--- src/include/mips_cfg.svh ---
`ifndef MIPS_CFG_SVH
`define MIPS_CFG_SVH

`define RESET_PC    32'h0000_3000   // first fetch address
`define DMEM_WORDS  1024            // data memory depth, word indexed from addr[11:2]

// primary opcodes
`define OP_RTYPE    6'h00
`define OP_ORI      6'h0d
`define OP_LUI      6'h0f
`define OP_LW       6'h23
`define OP_SW       6'h2b
`define OP_BEQ      6'h04

// funct field of R-type
`define FN_ADDU     6'h21
`define FN_SUBU     6'h23

// need times, cycles after decode until the operand is consumed
`define TUSE_BRANCH 2'd0            // compare sits in decode
`define TUSE_ALU    2'd1
`define TUSE_STORE  2'd2            // store data only needed in memory
`define TUSE_NONE   2'd3            // operand not read, never stalls

// ready times, cycles until the result can be forwarded
`define TNEW_ALU_E  2'd1
`define TNEW_LOAD_E 2'd2
`define TNEW_LOAD_M 2'd1

`endif

--- src/hdl/mipsPkg.sv ---
package mipsPkg;

    typedef struct packed {
        logic [5:0] op;
        logic [4:0] rs;
        logic [4:0] rt;
        logic [4:0] rd;
        logic [4:0] shamt;
        logic [5:0] funct;
    } rFields_t;

    typedef struct packed {
        logic [5:0]  op;
        logic [4:0]  rs;
        logic [4:0]  rt;
        logic [15:0] imm16;
    } iFields_t;

    // same 32-bit word, seen as R-type or I-type
    typedef union packed {
        rFields_t r;
        iFields_t i;
    } instrWord_t;

    typedef enum logic [1:0] {aluAdd, aluSub, aluOr, aluLui} aluOp_t;

    typedef struct packed {
        aluOp_t     aluOp;
        logic       aluSrcImm;      // immediate as second operand
        logic       zeroExt;        // ori zero-extends
        logic       memWrite;
        logic       memToReg;       // load result goes back
        logic       regWrite;
        logic [1:0] tNew;           // ready time seen from execute
    } ctrl_t;

    typedef struct packed {
        logic [31:0] pc;
        instrWord_t  instr;
        ctrl_t       ctrl;
        logic [31:0] rsData;
        logic [31:0] rtData;
        logic [31:0] imm;           // already extended
        logic [4:0]  dst;
    } deStage_t;

    typedef struct packed {
        logic [31:0] pc;
        ctrl_t       ctrl;
        logic [4:0]  rtNum;         // for store data forwarding
        logic [4:0]  dst;
        logic [31:0] aluResult;
        logic [31:0] storeData;
    } emStage_t;

    typedef struct packed {
        logic [31:0] pc;
        ctrl_t       ctrl;
        logic [4:0]  dst;
        logic [31:0] aluResult;
        logic [31:0] loadData;
    } mwStage_t;

    typedef enum logic [1:0] {fwdNone, fwdFromMem, fwdFromWb} fwdSel_t;

    typedef struct packed {
        fwdSel_t dRs;
        fwdSel_t dRt;
        fwdSel_t eRs;
        fwdSel_t eRt;
        fwdSel_t mRt;               // store data in memory stage
    } hazardFwd_t;

    typedef struct packed {
        logic        valid;
        logic [31:0] pc;
        logic [4:0]  regNum;
        logic [31:0] data;
    } regCommit_t;

    typedef struct packed {
        logic        valid;
        logic [31:0] pc;
        logic [31:0] addr;          // byte address, word aligned
        logic [31:0] data;
    } memCommit_t;

endpackage

--- src/hdl/fetchUnit.sv ---
`timescale 1ns/1ns
`include "mips_cfg.svh"

module fetchUnit import mipsPkg::*; (
    input  logic        clk,
    input  logic        rstN,
    input  logic        stall,
    input  logic        branchTaken,
    input  logic [31:0] branchTarget,
    output logic [31:0] instrAddr,
    input  logic [31:0] instr,
    output instrWord_t  dInstr,
    output logic [31:0] dPc
);

    logic [31:0] pc;
    logic [31:0] pcNext;

    assign instrAddr = pc;                                  // ROM answers in the same cycle

    // the slot after a beq is already being fetched when beq resolves
    assign pcNext = branchTaken ? branchTarget : pc + 32'd4;

    always_ff @(posedge clk or negedge rstN) begin
        if (!rstN) begin
            pc     <= `RESET_PC;
            dInstr <= '0;                                   // nop in decode
            dPc    <= '0;
        end else if (!stall) begin                          // hold pc and decode reg on stall
            pc     <= pcNext;
            dInstr <= instr;
            dPc    <= pc;
        end
    end

    // branch targets are offset << 2, so alignment holds through every redirect
    assert property (@(posedge clk) disable iff (!rstN) pc[1:0] == 2'b00)
        else $error("fetch pc 0x%08h not word aligned", pc);

endmodule

--- config.mk ---
export PLATFORM = sky130hd
export DESIGN_NAME = fetchUnit
export DESIGN_NICKNAME = d
export VERILOG_FILES = /design/src/hdl/mipsPkg.sv /design/src/hdl/fetchUnit.sv
export VERILOG_INCLUDE_DIRS = /design/src /design/src/include
export SDC_FILE = /design/constraint.sdc
export NUM_CORES = 1
export LEC_CHECK = 0
export BUFFER_PORTS_ARGS = -buffer_cell sky130_fd_sc_hd__buf_2
export CORE_UTILIZATION = 35
export DETAILED_ROUTE_END_ITERATION = 8
export SETUP_SLACK_MARGIN = 0.2
export SLEW_MARGIN = 25
export SYNTH_ARGS = -nofsm -noshare
export SYNTH_HDL_FRONTEND = slang
export SYNTH_SLANG_ARGS = --single-unit
--- constraint.sdc ---
create_clock -name clk -period 2.44 [get_ports clk]
set_input_delay 0.488 -clock clk [delete_from_list [all_inputs] [get_ports clk]]
set_output_delay 0.488 -clock clk [all_outputs]
set_load 0.01 [all_outputs]
**Word-level counts from Yosys, hierarchy flattened**

Index checks and enable logic that the tools add are counted.

- Bits of input ports: 68
- Logic and storage cells: 5
- RAM bits: 0
- Register bits: 96
- Bits in read-only memories: 0
- Output and inout port bits: 96
- Latch bits: 0
- Memories kept: 0

- Divide/modulo/power cells: 0
- $mul: 0
- Shifts and indexed selects: 0
- Eq/ne operators: 0
- Bitwise logic cells: 0
- Muxes and demuxes: 1
- Magnitude comparators: 0
- Reductions and logical operators: 0
- $add $sub $neg: 1

Operator list:

| operator | count |
|---|---|
| $add A32 B3 Y32 const B | 1 |
| $mux W32 | 1 |

**Longest topological paths before layout**

Gate-level depths: netlist (run 1).

- Depth in word-level cells: 2
- Gate-level depth with buffers: 6
- Depth with buffers taken out: 6

**Worst setup path before layout (run 1)**

No wires, ideal clock.

- Path kind: flip-flop to flip-flop
- From: register pc[19], in the netlist instrAddr[19]
- To: register pc[29], in the netlist instrAddr[29]
- Arrival: 1.798 ns
- Path buffers: 0
- Path slack: 0.506 ns
- Cell stages (with the launch flop): 6
- Path through: dfrtp_1 nand4_2 or4_4 or4_1 mux2i_1 a21oi_1

- Word-level cells in the longest chain between the ends: 2

RTL lines:

| item | RTL line | source |
|---|---|---|
| start: declaration | fetchUnit.sv:16 | `logic [31:0] pc;` |
| start signal: assignment | fetchUnit.sv:26 | `` pc <= `RESET_PC; `` |
| start signal: assignment | fetchUnit.sv:30 | `pc <= pcNext;` |
| $add A32 B3 Y32 | fetchUnit.sv:22 | `assign pcNext = branchTaken ? branchTarget : pc + 32'd4;` |
| $mux W32 | fetchUnit.sv:22 |  |

Every way passes these cells.
A chain may end at the register's enable or synchronous reset.

**Worst setup path in the final report (run 1)**

- From: register pc[2], in the netlist instrAddr[2]
- To: register pc[30], in the netlist instrAddr[30]

The elaborated chain is that of the path after synthesis.

==> impl_metrics.env, run 1 <==
export IMPL_status="finished clean"
export IMPL_syn_to_final_growth_pct=30.9
export IMPL_grt_pass1_vias=3663
export IMPL_fin_nets=616
export IMPL_post_place_ws_ps=360
export IMPL_avgRoutedWirePerCell_um=16.2
export IMPL_fmaxAchievable_mhz=484
export IMPL_synth_area_mm2=0.00435
export IMPL_skew_ps=6.94
export IMPL_avgViaCountPerCell=5.16
export IMPL_fin_ws_ps=375
export IMPL_finalSetupViolCount=0
export IMPL_cp_start_kind="flop"
export IMPL_antenna_found_initial=1
export IMPL_cts_htree_levels=3
export IMPL_period_share_pct=84.6
export IMPL_power_frac_seq_pct=47.1
export IMPL_dr_pass1_iters=4
export IMPL_worstPathArrival_ps=2350
export IMPL_cts_root_buf="clkbuf_16"
export IMPL_synth_area_per_cell_um2=11.3
export IMPL_synth_top_area_share_pct=54.1
export IMPL_antenna_left=0
export IMPL_synthTopCellsByArea="dfrtp_1, mux2_2, a21oi_1, o21ai_0, nor2_1"
export IMPL_clock_sinks=96
export IMPL_clkSlewWorstSetupHoldPaths_ps=70
export IMPL_pwr_share_comb_pct=19.8
export IMPL_endpoint_kind="flop"
export IMPL_place_gp_congestion=0.827
export IMPL_die_w_um=114
export IMPL_crit_start="instrAddr[2]"
export IMPL_reg2reg_slack_ps=380
export IMPL_r2r_cells=6
export IMPL_clkPwrFrac_pct=33.1
export IMPL_cts_buffer_depth=2
export IMPL_cap_violations=0
export IMPL_coreArea_mm2=0.0121
export IMPL_yosys_warnings=0
export IMPL_rows=40
export IMPL_drtIter0Drc=204
export IMPL_synth_main_ff_cell="dfrtp_1"
export IMPL_synth_edf_count=0
export IMPL_p_sw_share_pct=28.8
export IMPL_ir_worst_vdd_uv=327
export IMPL_p_switching_mw=1.23
export IMPL_dieArea_mm2=0.0129
export IMPL_synth_cell_type_count=39
export IMPL_worstMarginPinSlew_ps=665
export IMPL_numPortBuffers=163
export IMPL_drc=0
export IMPL_cp_max_fo=8
export IMPL_wl_um=11700
export IMPL_rsz0062_at_grt="false"
export IMPL_grt_overflow=0
export IMPL_cts_tree="built"
export IMPL_cts_buffers=9
export IMPL_post_cts_buffers=0
export IMPL_whs_ps=163
export IMPL_dp_hpwl_um=8440
export IMPL_drive_above_1_share_pct=46.6
export IMPL_power_density_mw_per_mm2=752
export IMPL_critPathRequiredTime_ps=2720
export IMPL_yosys_area_top_type="dfrtp_1"
export IMPL_syn_instance_count=385
export IMPL_p_leak_nw=2.62
export IMPL_clock_latency_ps=340
export IMPL_relSlewSlack_pct=55.7
export IMPL_synthArstFlopShare_pct=100
export IMPL_grt_max_degree=50
export IMPL_hold_path_class="input pin to asynchronous set/reset pin"
export IMPL_grt_usage_pct=19.0
export IMPL_synth_fp_nets=454
export IMPL_timing_rr_start="instrAddr[2]"
export IMPL_setup_tns_ps=0
export IMPL_initial_utilization_pct=36.1
export IMPL_timing_rr_end="instrAddr[30]"
export IMPL_ios=164
export IMPL_critPathKind="flop to flop"
export IMPL_slew_violations=0
export IMPL_grt_pass1_wl_um=18800
export IMPL_ys_seq_elements=96
export IMPL_yosysSeqAreaShare_pct=55.3
export IMPL_routed_via_count=3718
export IMPL_die_y_um=114
export IMPL_min_period_ps=2060
export IMPL_internal_power_mw=3.05
export IMPL_report_final_hold_viol_count=0
state kept, by name, summed over array words and instances (netlist names):
register	flops
dInstr	32
dPc	32
instrAddr	32
area by class of cell:
| class | instances | area, um^2 |
|---|---|---|
| inverters | 9 | 33.8 |
| flip-flops and latches | 96 | 2400 |
| well taps | 168 | 210 |
| repair buffers | 174 | 916 |
| diodes | 1 | 2.50 |
| fillers | 1119 | 6370 |
| multi-input cells | 257 | 1830 |
| clock buffers | 11 | 243 |
| clock inverters | 5 | 56.3 |
cell usage in the layout (no fill, tap or decap), drive strengths merged, types with 3 or more instances in the layout:
master	instances
a211oi	5
nand4	7
o21ai	24
a311oi	4
o22a	6
inv	9
mux2i	4
a21oi	24
and3	5
and4	4
nand2	22
nor4	3
clkinv	3
a2bb2oi	3
or4	3
nor3	14
nand3	11
o22ai	5
a32oi	6
clkbuf	11
dfrtp	94
mux2	63
or3	3
buf	174
nor2	27
routing by layer:
metal / GRT usage [%] / routed length, um / vias to the layer above
met5: 0 / 0 / -
met4: 5.70 / 101 / 0
li1: - / - / 1746
met2: 30.4 / 5480 / 149
met3: 6.75 / 974 / 6
met1: 24.1 / 5160 / 1817
worst max-delay path by stage:
stage,endpoint,slack (ps),cells past startpoint
global route,instrAddr[20],240,6
detailed placement,instrAddr[22],360,5
floorplan,instrAddr[29],510,5
CTS,instrAddr[22],350,5
global placement,instrAddr[22],440,5
finish,instrAddr[30],380,6
cell families after synthesis:
logic type | share of synthesized area, %
flip-flops | 55.3
AO/OA/AOI/OAI | 12.9
buffers and inverters | 2.85
multiplexers | 17.2
adder cells (fa/ha/maj) | 0.287
AND/OR/NAND/NOR | 11.5
worst max-delay path: stages (launching register included):
cell	delay, ps
dfrtp_1	440
ha_1	270
and4_1	330
nand2_1	130
or4_1	520
a21oi_1	160
o22a_1	150
Yosys cell counts, types with 2 or more instances:
cell type	n
dfrtp_1	94
mux2_2	63
nor2_1	27
a21oi_1	24
o21ai_0	24
nand2_1	22
clkbuf_1	14
nor3_1	14
nand3_1	11
inv_1	9
a32oi_1	6
buf_1	6
nand4_1	6
o22a_1	6
a211oi_1	5
and3_1	5
o22ai_1	5
a311oi_1	4
and4_1	4
mux2i_1	4
a2bb2oi_1	3
nor4_1	3
or3_1	3
a22oi_1	2
a31oi_1	2
and2_1	2
buf_2	2
dfstp_2	2
o21a_1	2
or4_1	2
timing repair:
| item | CTS | global route |
|---|---|---|
| gates resized for setup | 0 | 1 |
| hold buffers | 0 | 0 |
| setup endpoints to repair | 0 | 5 |
power groups by stage:
stage | logic, mW | registers [mW] | clock network [mW]
floorplan | 0.358 | 2.11 | 0
global placement | 0.852 | 2.03 | 0
detailed placement | 0.860 | 2.05 | 0
CTS | 0.862 | 2.02 | 1.47
global route | 0.936 | 2.06 | 1.54
finish | 0.849 | 2.02 | 1.42
per-stage QoR:
step	power [mW]	instance area [um^2]	instances	utilization, %
after floorplan	2.47	4350	385	-
after global placement	2.88	5390	704	44.7
after detailed placement	2.91	5390	704	44.7
after CTS	4.35	5690	720	47.1
after global routing	4.54	5690	720	47.2
final	4.28	5690	721	47.2
(Power assumes the default switching activity.)
==> run 2, diff against run 1 <==
==> constraint.sdc (replaced) <==
create_clock -name clk -period 1.7 [get_ports clk]
set_input_delay 0.34 -clock clk [delete_from_list [all_inputs] [get_ports clk]]
set_output_delay 0.34 -clock clk [all_outputs]
set_load 0.01 [all_outputs]
==> run 2 against run 1 <==
Effect of this change:
- the flow now finishes with violations (setup timing)
- final area is 17% higher
- clock power is 64% higher
- worst setup slack worse by 440 ps
- critical endpoint unchanged
==> impl_metrics.env, run 2 (same netlist as run 1, synthesis figures left out) <==
export IMPL_grt_pass1_wl_um=19400
export IMPL_final_util_pct=55.2
export IMPL_dp_hpwl_um=8840
export IMPL_power_density_mw_per_mm2=1030
export IMPL_clock_latency_ps=340
export IMPL_final_cells=786
export IMPL_status="finished with violations"
export IMPL_routed_via_count=4018
export IMPL_fmaxAchievable_mhz=565
export IMPL_numPortBuffers=163
export IMPL_grt_max_degree=40
export IMPL_drive_above_1_share_pct=60.7
export IMPL_clock_sinks=96
export IMPL_wl_um=12400
export IMPL_ir_worst_vdd_uv=462
export IMPL_cp_max_fo=4
export IMPL_skew_ps=5.33
export IMPL_report_final_hold_viol_count=0
export IMPL_rows=40
export IMPL_ios=164
export IMPL_drtIter0Drc=110
export IMPL_finalSetupViolCount=6
export IMPL_fin_ws_ps=-69.1
export IMPL_period_share_pct=104
export IMPL_finalPower_mw=6.83
export IMPL_relSlewSlack_pct=65.5
export IMPL_dieArea_mm2=0.0129
export IMPL_p_leak_nw=3.05
export IMPL_antenna_found_initial=1
export IMPL_place_gp_congestion=0.804
export IMPL_whs_ps=223
export IMPL_avgViaCountPerCell=5.11
export IMPL_placedCellCount=752
export IMPL_grt_pass1_vias=3925
export IMPL_syn_to_final_growth_pct=52.9
export IMPL_num_antenna_cells=0
export IMPL_coreArea_mm2=0.0121
export IMPL_cts_root_buf="clkbuf_16"
export IMPL_endpoint_kind="flop"
export IMPL_final_common_cell="buf_2"
export IMPL_dr_pass1_iters=4
export IMPL_cap_violations=0
export IMPL_drc=0
export IMPL_most_common_layout_cells="buf_2, dfrtp_1, mux2_2"
export IMPL_ff_latch_area_mm2=0.00241
export IMPL_fillers=1057
export IMPL_die_w_um=114
export IMPL_die_y_um=114
export IMPL_multi_input_area_mm2=0.00212
export IMPL_grt_usage_pct=19.5
export IMPL_cts_buffer_depth=2
export IMPL_initial_utilization_pct=36.1
export IMPL_antenna_left=0
export IMPL_cts_htree_levels=3
export IMPL_cts_tree="built"
export IMPL_worstMarginPinSlew_ps=517
export IMPL_clkSlewWorstSetupHoldPaths_ps=70
export IMPL_cp_start_kind="flop"
export IMPL_grt_overflow=0
export IMPL_worstPathArrival_ps=2050
export IMPL_avgRoutedWirePerCell_um=15.8
export IMPL_violations="setup timing"
export IMPL_fin_nets=682
export IMPL_slew_violations=0
export IMPL_setup_tns_ps=-167
export IMPL_hold_path_class="input pin to flop"
export IMPL_cts_buffers=9
export IMPL_rsz0062_at_grt="true"
export IMPL_critPathKind="flop to flop"
export IMPL_critPathRequiredTime_ps=1980
export IMPL_min_period_ps=1770
## run 2: changes by cell type in the layout (fill, tap and decap cells not counted), sizes merged
cell / before / now
clkinvlp: 1 / 0
buf: 174 / 239
bufinv: 1 / 3
clkinv: 3 / 2
diode: 1 / 0
dlygate4sd3: 0 / 1
## run 2: power by group
| part | total (mW) | switching (mW) | internal [mW] |
|---|---|---|---|
| registers | 2.82 | 0.201 | 2.62 |
| logic | 1.69 | 0.834 | 0.852 |
| clock network | 2.33 | 0.851 | 1.48 |
| total | 6.83 | 1.89 | 4.95 |
## run 2: worst paths after layout
kind	end	start	cells past startpoint	slack (ps)
worst min-delay path	dInstr[20]	instr[20]	2	220
worst min register to register	dPc[31]	dPc[31]	2	480
max in group asynchronous	instrAddr[13]	rstN	3	600
worst max-delay path	instrAddr[30]	instrAddr[17]	5	-70
min in group asynchronous	dInstr[2]	rstN	2	490
worst max register to register	instrAddr[30]	instrAddr[17]	5	-70
## run 2: metal layers
metal | vias up | part of all wire [%] | GRT usage [%]
met5 | - | 0.081 | 0
met4 | 2 | 2.1 | 8.68
li1 | 1882 | - | -
met3 | 22 | 7.0 | 4.62
met1 | 1951 | 42 | 23.9
met2 | 161 | 49 | 32.9
## run 2: through the flow
step / instance area, um^2 / setup slack [ps]
finish: 6650 / -69.1
global route: 6650 / -156
CTS: 6450 / -49.4
detailed placement: 5840 / -134
global placement: 5840 / -102
floorplan: 4430 / -175
## run 2: worst max-delay path, cell delays in order (launching register included)
cell and delay, ps:
dfrtp_2 370, nand2_2 60, or4_4 570, or4_4 430, a21oi_2 130, o22a_1 140
## run 2: cell type report
class                      count  share of cell area, %
timing repair buffer         240                   22.9
inverter                       9                  0.508
tap                          168                   3.16
sequential                    96                   36.3
clock buffer                  11                   3.65
multi-input combinational    257                   31.9
clock inverter                 5                   1.56
## run 2: what timing repair did
item                       in CTS  in global routing
pin swaps                      37                 21
gates resized for setup        41                 33
gates cloned                    0                  0
setup endpoints to repair      19                 27
hold buffers                    1                  0
hold endpoints to repair       28                  0
buffers inserted                9                  8
==> run 3, diff against run 2 <==
==> constraint.sdc (replaced) <==
create_clock -name clk -period 1.6 [get_ports clk]
set_input_delay 0.32 -clock clk [delete_from_list [all_inputs] [get_ports clk]]
set_output_delay 0.32 -clock clk [all_outputs]
set_load 0.01 [all_outputs]
==> run 3 against run 2 <==
Effect of this change:
- the run still ends with setup timing left
- hold slack worse by 25 ps
- non-clock buffer count rose by 6
- via count shrank 0.60%
- sequential share of layout area down 0.073 points
- register-to-register slack lost 170 ps
- largest cell class unchanged
- critical path type unchanged
- worst setup slack worse by 170 ps
- combinational power increased by 9%
==> impl_metrics.env, run 3 (same netlist as run 1, synthesis figures left out) <==
export IMPL_status="finished with violations"
export IMPL_violations="setup timing"
export IMPL_ir_worst_vdd_uv=621
export IMPL_report_final_hold_viol_count=0
export IMPL_clkSlewWorstSetupHoldPaths_ps=70
export IMPL_cts_buffers=9
export IMPL_antenna_found_initial=0
export IMPL_cp_start_kind="flop"
export IMPL_die_y_um=114
export IMPL_grt_pass1_wl_um=19800
export IMPL_power_density_mw_per_mm2=1050
export IMPL_cts_root_buf="clkbuf_16"
export IMPL_skew_ps=6.99
export IMPL_wl_um=12500
export IMPL_fin_nets=688
export IMPL_drive_above_1_share_pct=60.3
export IMPL_finalSetupViolCount=17
export IMPL_slew_violations=0
export IMPL_most_common_layout_cells="buf_2, dfrtp_1, mux2_2"
export IMPL_final_cells=792
export IMPL_multi_input_area_mm2=0.00208
export IMPL_drc=0
export IMPL_cts_htree_levels=3
export IMPL_dieArea_mm2=0.0129
export IMPL_cp_max_fo=3
export IMPL_initial_utilization_pct=36.1
export IMPL_fin_ws_ps=-236
export IMPL_grt_max_degree=58
export IMPL_final_cell_area_mm2=0.00666
export IMPL_fmaxAchievable_mhz=545
export IMPL_num_antenna_cells=0
export IMPL_worstMarginPinSlew_ps=450
export IMPL_dr_pass1_iters=4
export IMPL_post_place_ws_ps=-224
export IMPL_rows=40
export IMPL_final_util_pct=55.2
export IMPL_die_w_um=114
export IMPL_period_share_pct=115
export IMPL_avgRoutedWirePerCell_um=15.8
export IMPL_worstPathArrival_ps=2130
export IMPL_p_leak_nw=3.06
export IMPL_endpoint_kind="flop"
export IMPL_grt_overflow=0
export IMPL_numPortBuffers=163
export IMPL_dp_hpwl_um=8820
export IMPL_dpl_instance_area_mm2=0.00590
export IMPL_ff_latch_area_mm2=0.00241
export IMPL_relSlewSlack_pct=69.9
export IMPL_ios=164
export IMPL_critPathRequiredTime_ps=1890
export IMPL_rsz0062_at_grt="true"
export IMPL_drtIter0Drc=203
export IMPL_cts_buffer_depth=2
export IMPL_min_period_ps=1840
export IMPL_coreArea_mm2=0.0121
export IMPL_hold_path_class="input pin to flop"
export IMPL_antenna_left=0
export IMPL_cts_tree="built"
export IMPL_routed_via_count=3994
export IMPL_clock_latency_ps=350
export IMPL_grt_pass1_vias=3827
export IMPL_fillers=1046
export IMPL_syn_to_final_growth_pct=53.1
export IMPL_final_common_cell="buf_2"
export IMPL_place_gp_congestion=0.790
export IMPL_critPathKind="flop to flop"
export IMPL_placedCellCount=754
export IMPL_grt_usage_pct=19.8
export IMPL_cap_violations=0
export IMPL_clock_sinks=96
export IMPL_avgViaCountPerCell=5.04
==> run 3: cell count changes in the layout (fill, tap and decap cells not counted), moves of 3 or more <==
cell	change
o21ai_0	-6
buf_2	-4
clkbuf_1	+3
o21ai_1	+6
nor3_1	+3
buf_6	+9
==> run 3: cell type report <==
type / count / area share (%)
sequential: 96 / 36.2
inverter: 9 / 0.507
tap: 168 / 3.15
multi-input combinational: 257 / 31.3
clock inverter: 3 / 0.638
clock buffer: 13 / 3.61
timing repair buffer: 246 / 24.6
==> run 3: metal layers <==
layer | vias up | share of wire (%) | track usage, %
met1 | 1944 | 44 | 25.7
met3 | 16 | 6.3 | 4.73
li1 | 1891 | - | -
met5 | - | 0 | 0
met4 | 0 | 1.5 | 7.37
met2 | 143 | 48 | 32.1
==> run 3: worst paths after layout <==
path / startpoint / end / slack (ps) / depth (start not counted)
max in group asynchronous: rstN / dInstr[1] / 570 / 3
hold / removal: instr[0] / dInstr[0] / 200 / 2
setup reg to reg: instrAddr[23] / instrAddr[30] / -240 / 5
setup / recovery: instrAddr[23] / instrAddr[30] / -240 / 5
min in group asynchronous: rstN / instrAddr[27] / 460 / 2
hold reg to reg: dPc[26] / dPc[26] / 490 / 2
==> run 3: worst max-delay path, cell delays in order (launching register included) <==
cell and delay [ps]:
dfrtp_1 360, nand2_2 90, or4_4 540, or4_4 530, a21oi_2 130, o22a_1 130
==> run 3: power breakdown <==
group / leakage [nW] / internal (mW) / switching (mW)
clock network: 0.134 / 1.21 / 0.907
registers: 1.12 / 2.78 / 0.224
logic: 1.81 / 0.964 / 0.890
total: 3.06 / 4.96 / 2.02
==> run 3: repair_timing <==
item | in CTS | in global routing
buffers inserted | 13 | 8
endpoints found under the setup margin | 29 | 39
gates resized for setup | 25 | 55
pin swaps | 29 | 14
hold endpoints to repair | 24 | 0
gates cloned | 0 | 0
hold buffers | 1 | 0
==> run 3: through the flow <==
step / hold slack, ps / power [mW] / TNS, ps
floorplan: 24.4 / 3.81 / -907
global placement: 279 / 4.63 / -814
detailed placement: 282 / 4.68 / -1280
CTS: 190 / 6.89 / -893
global route: 191 / 7.34 / -2680
finish: 199 / 6.98 / -1310
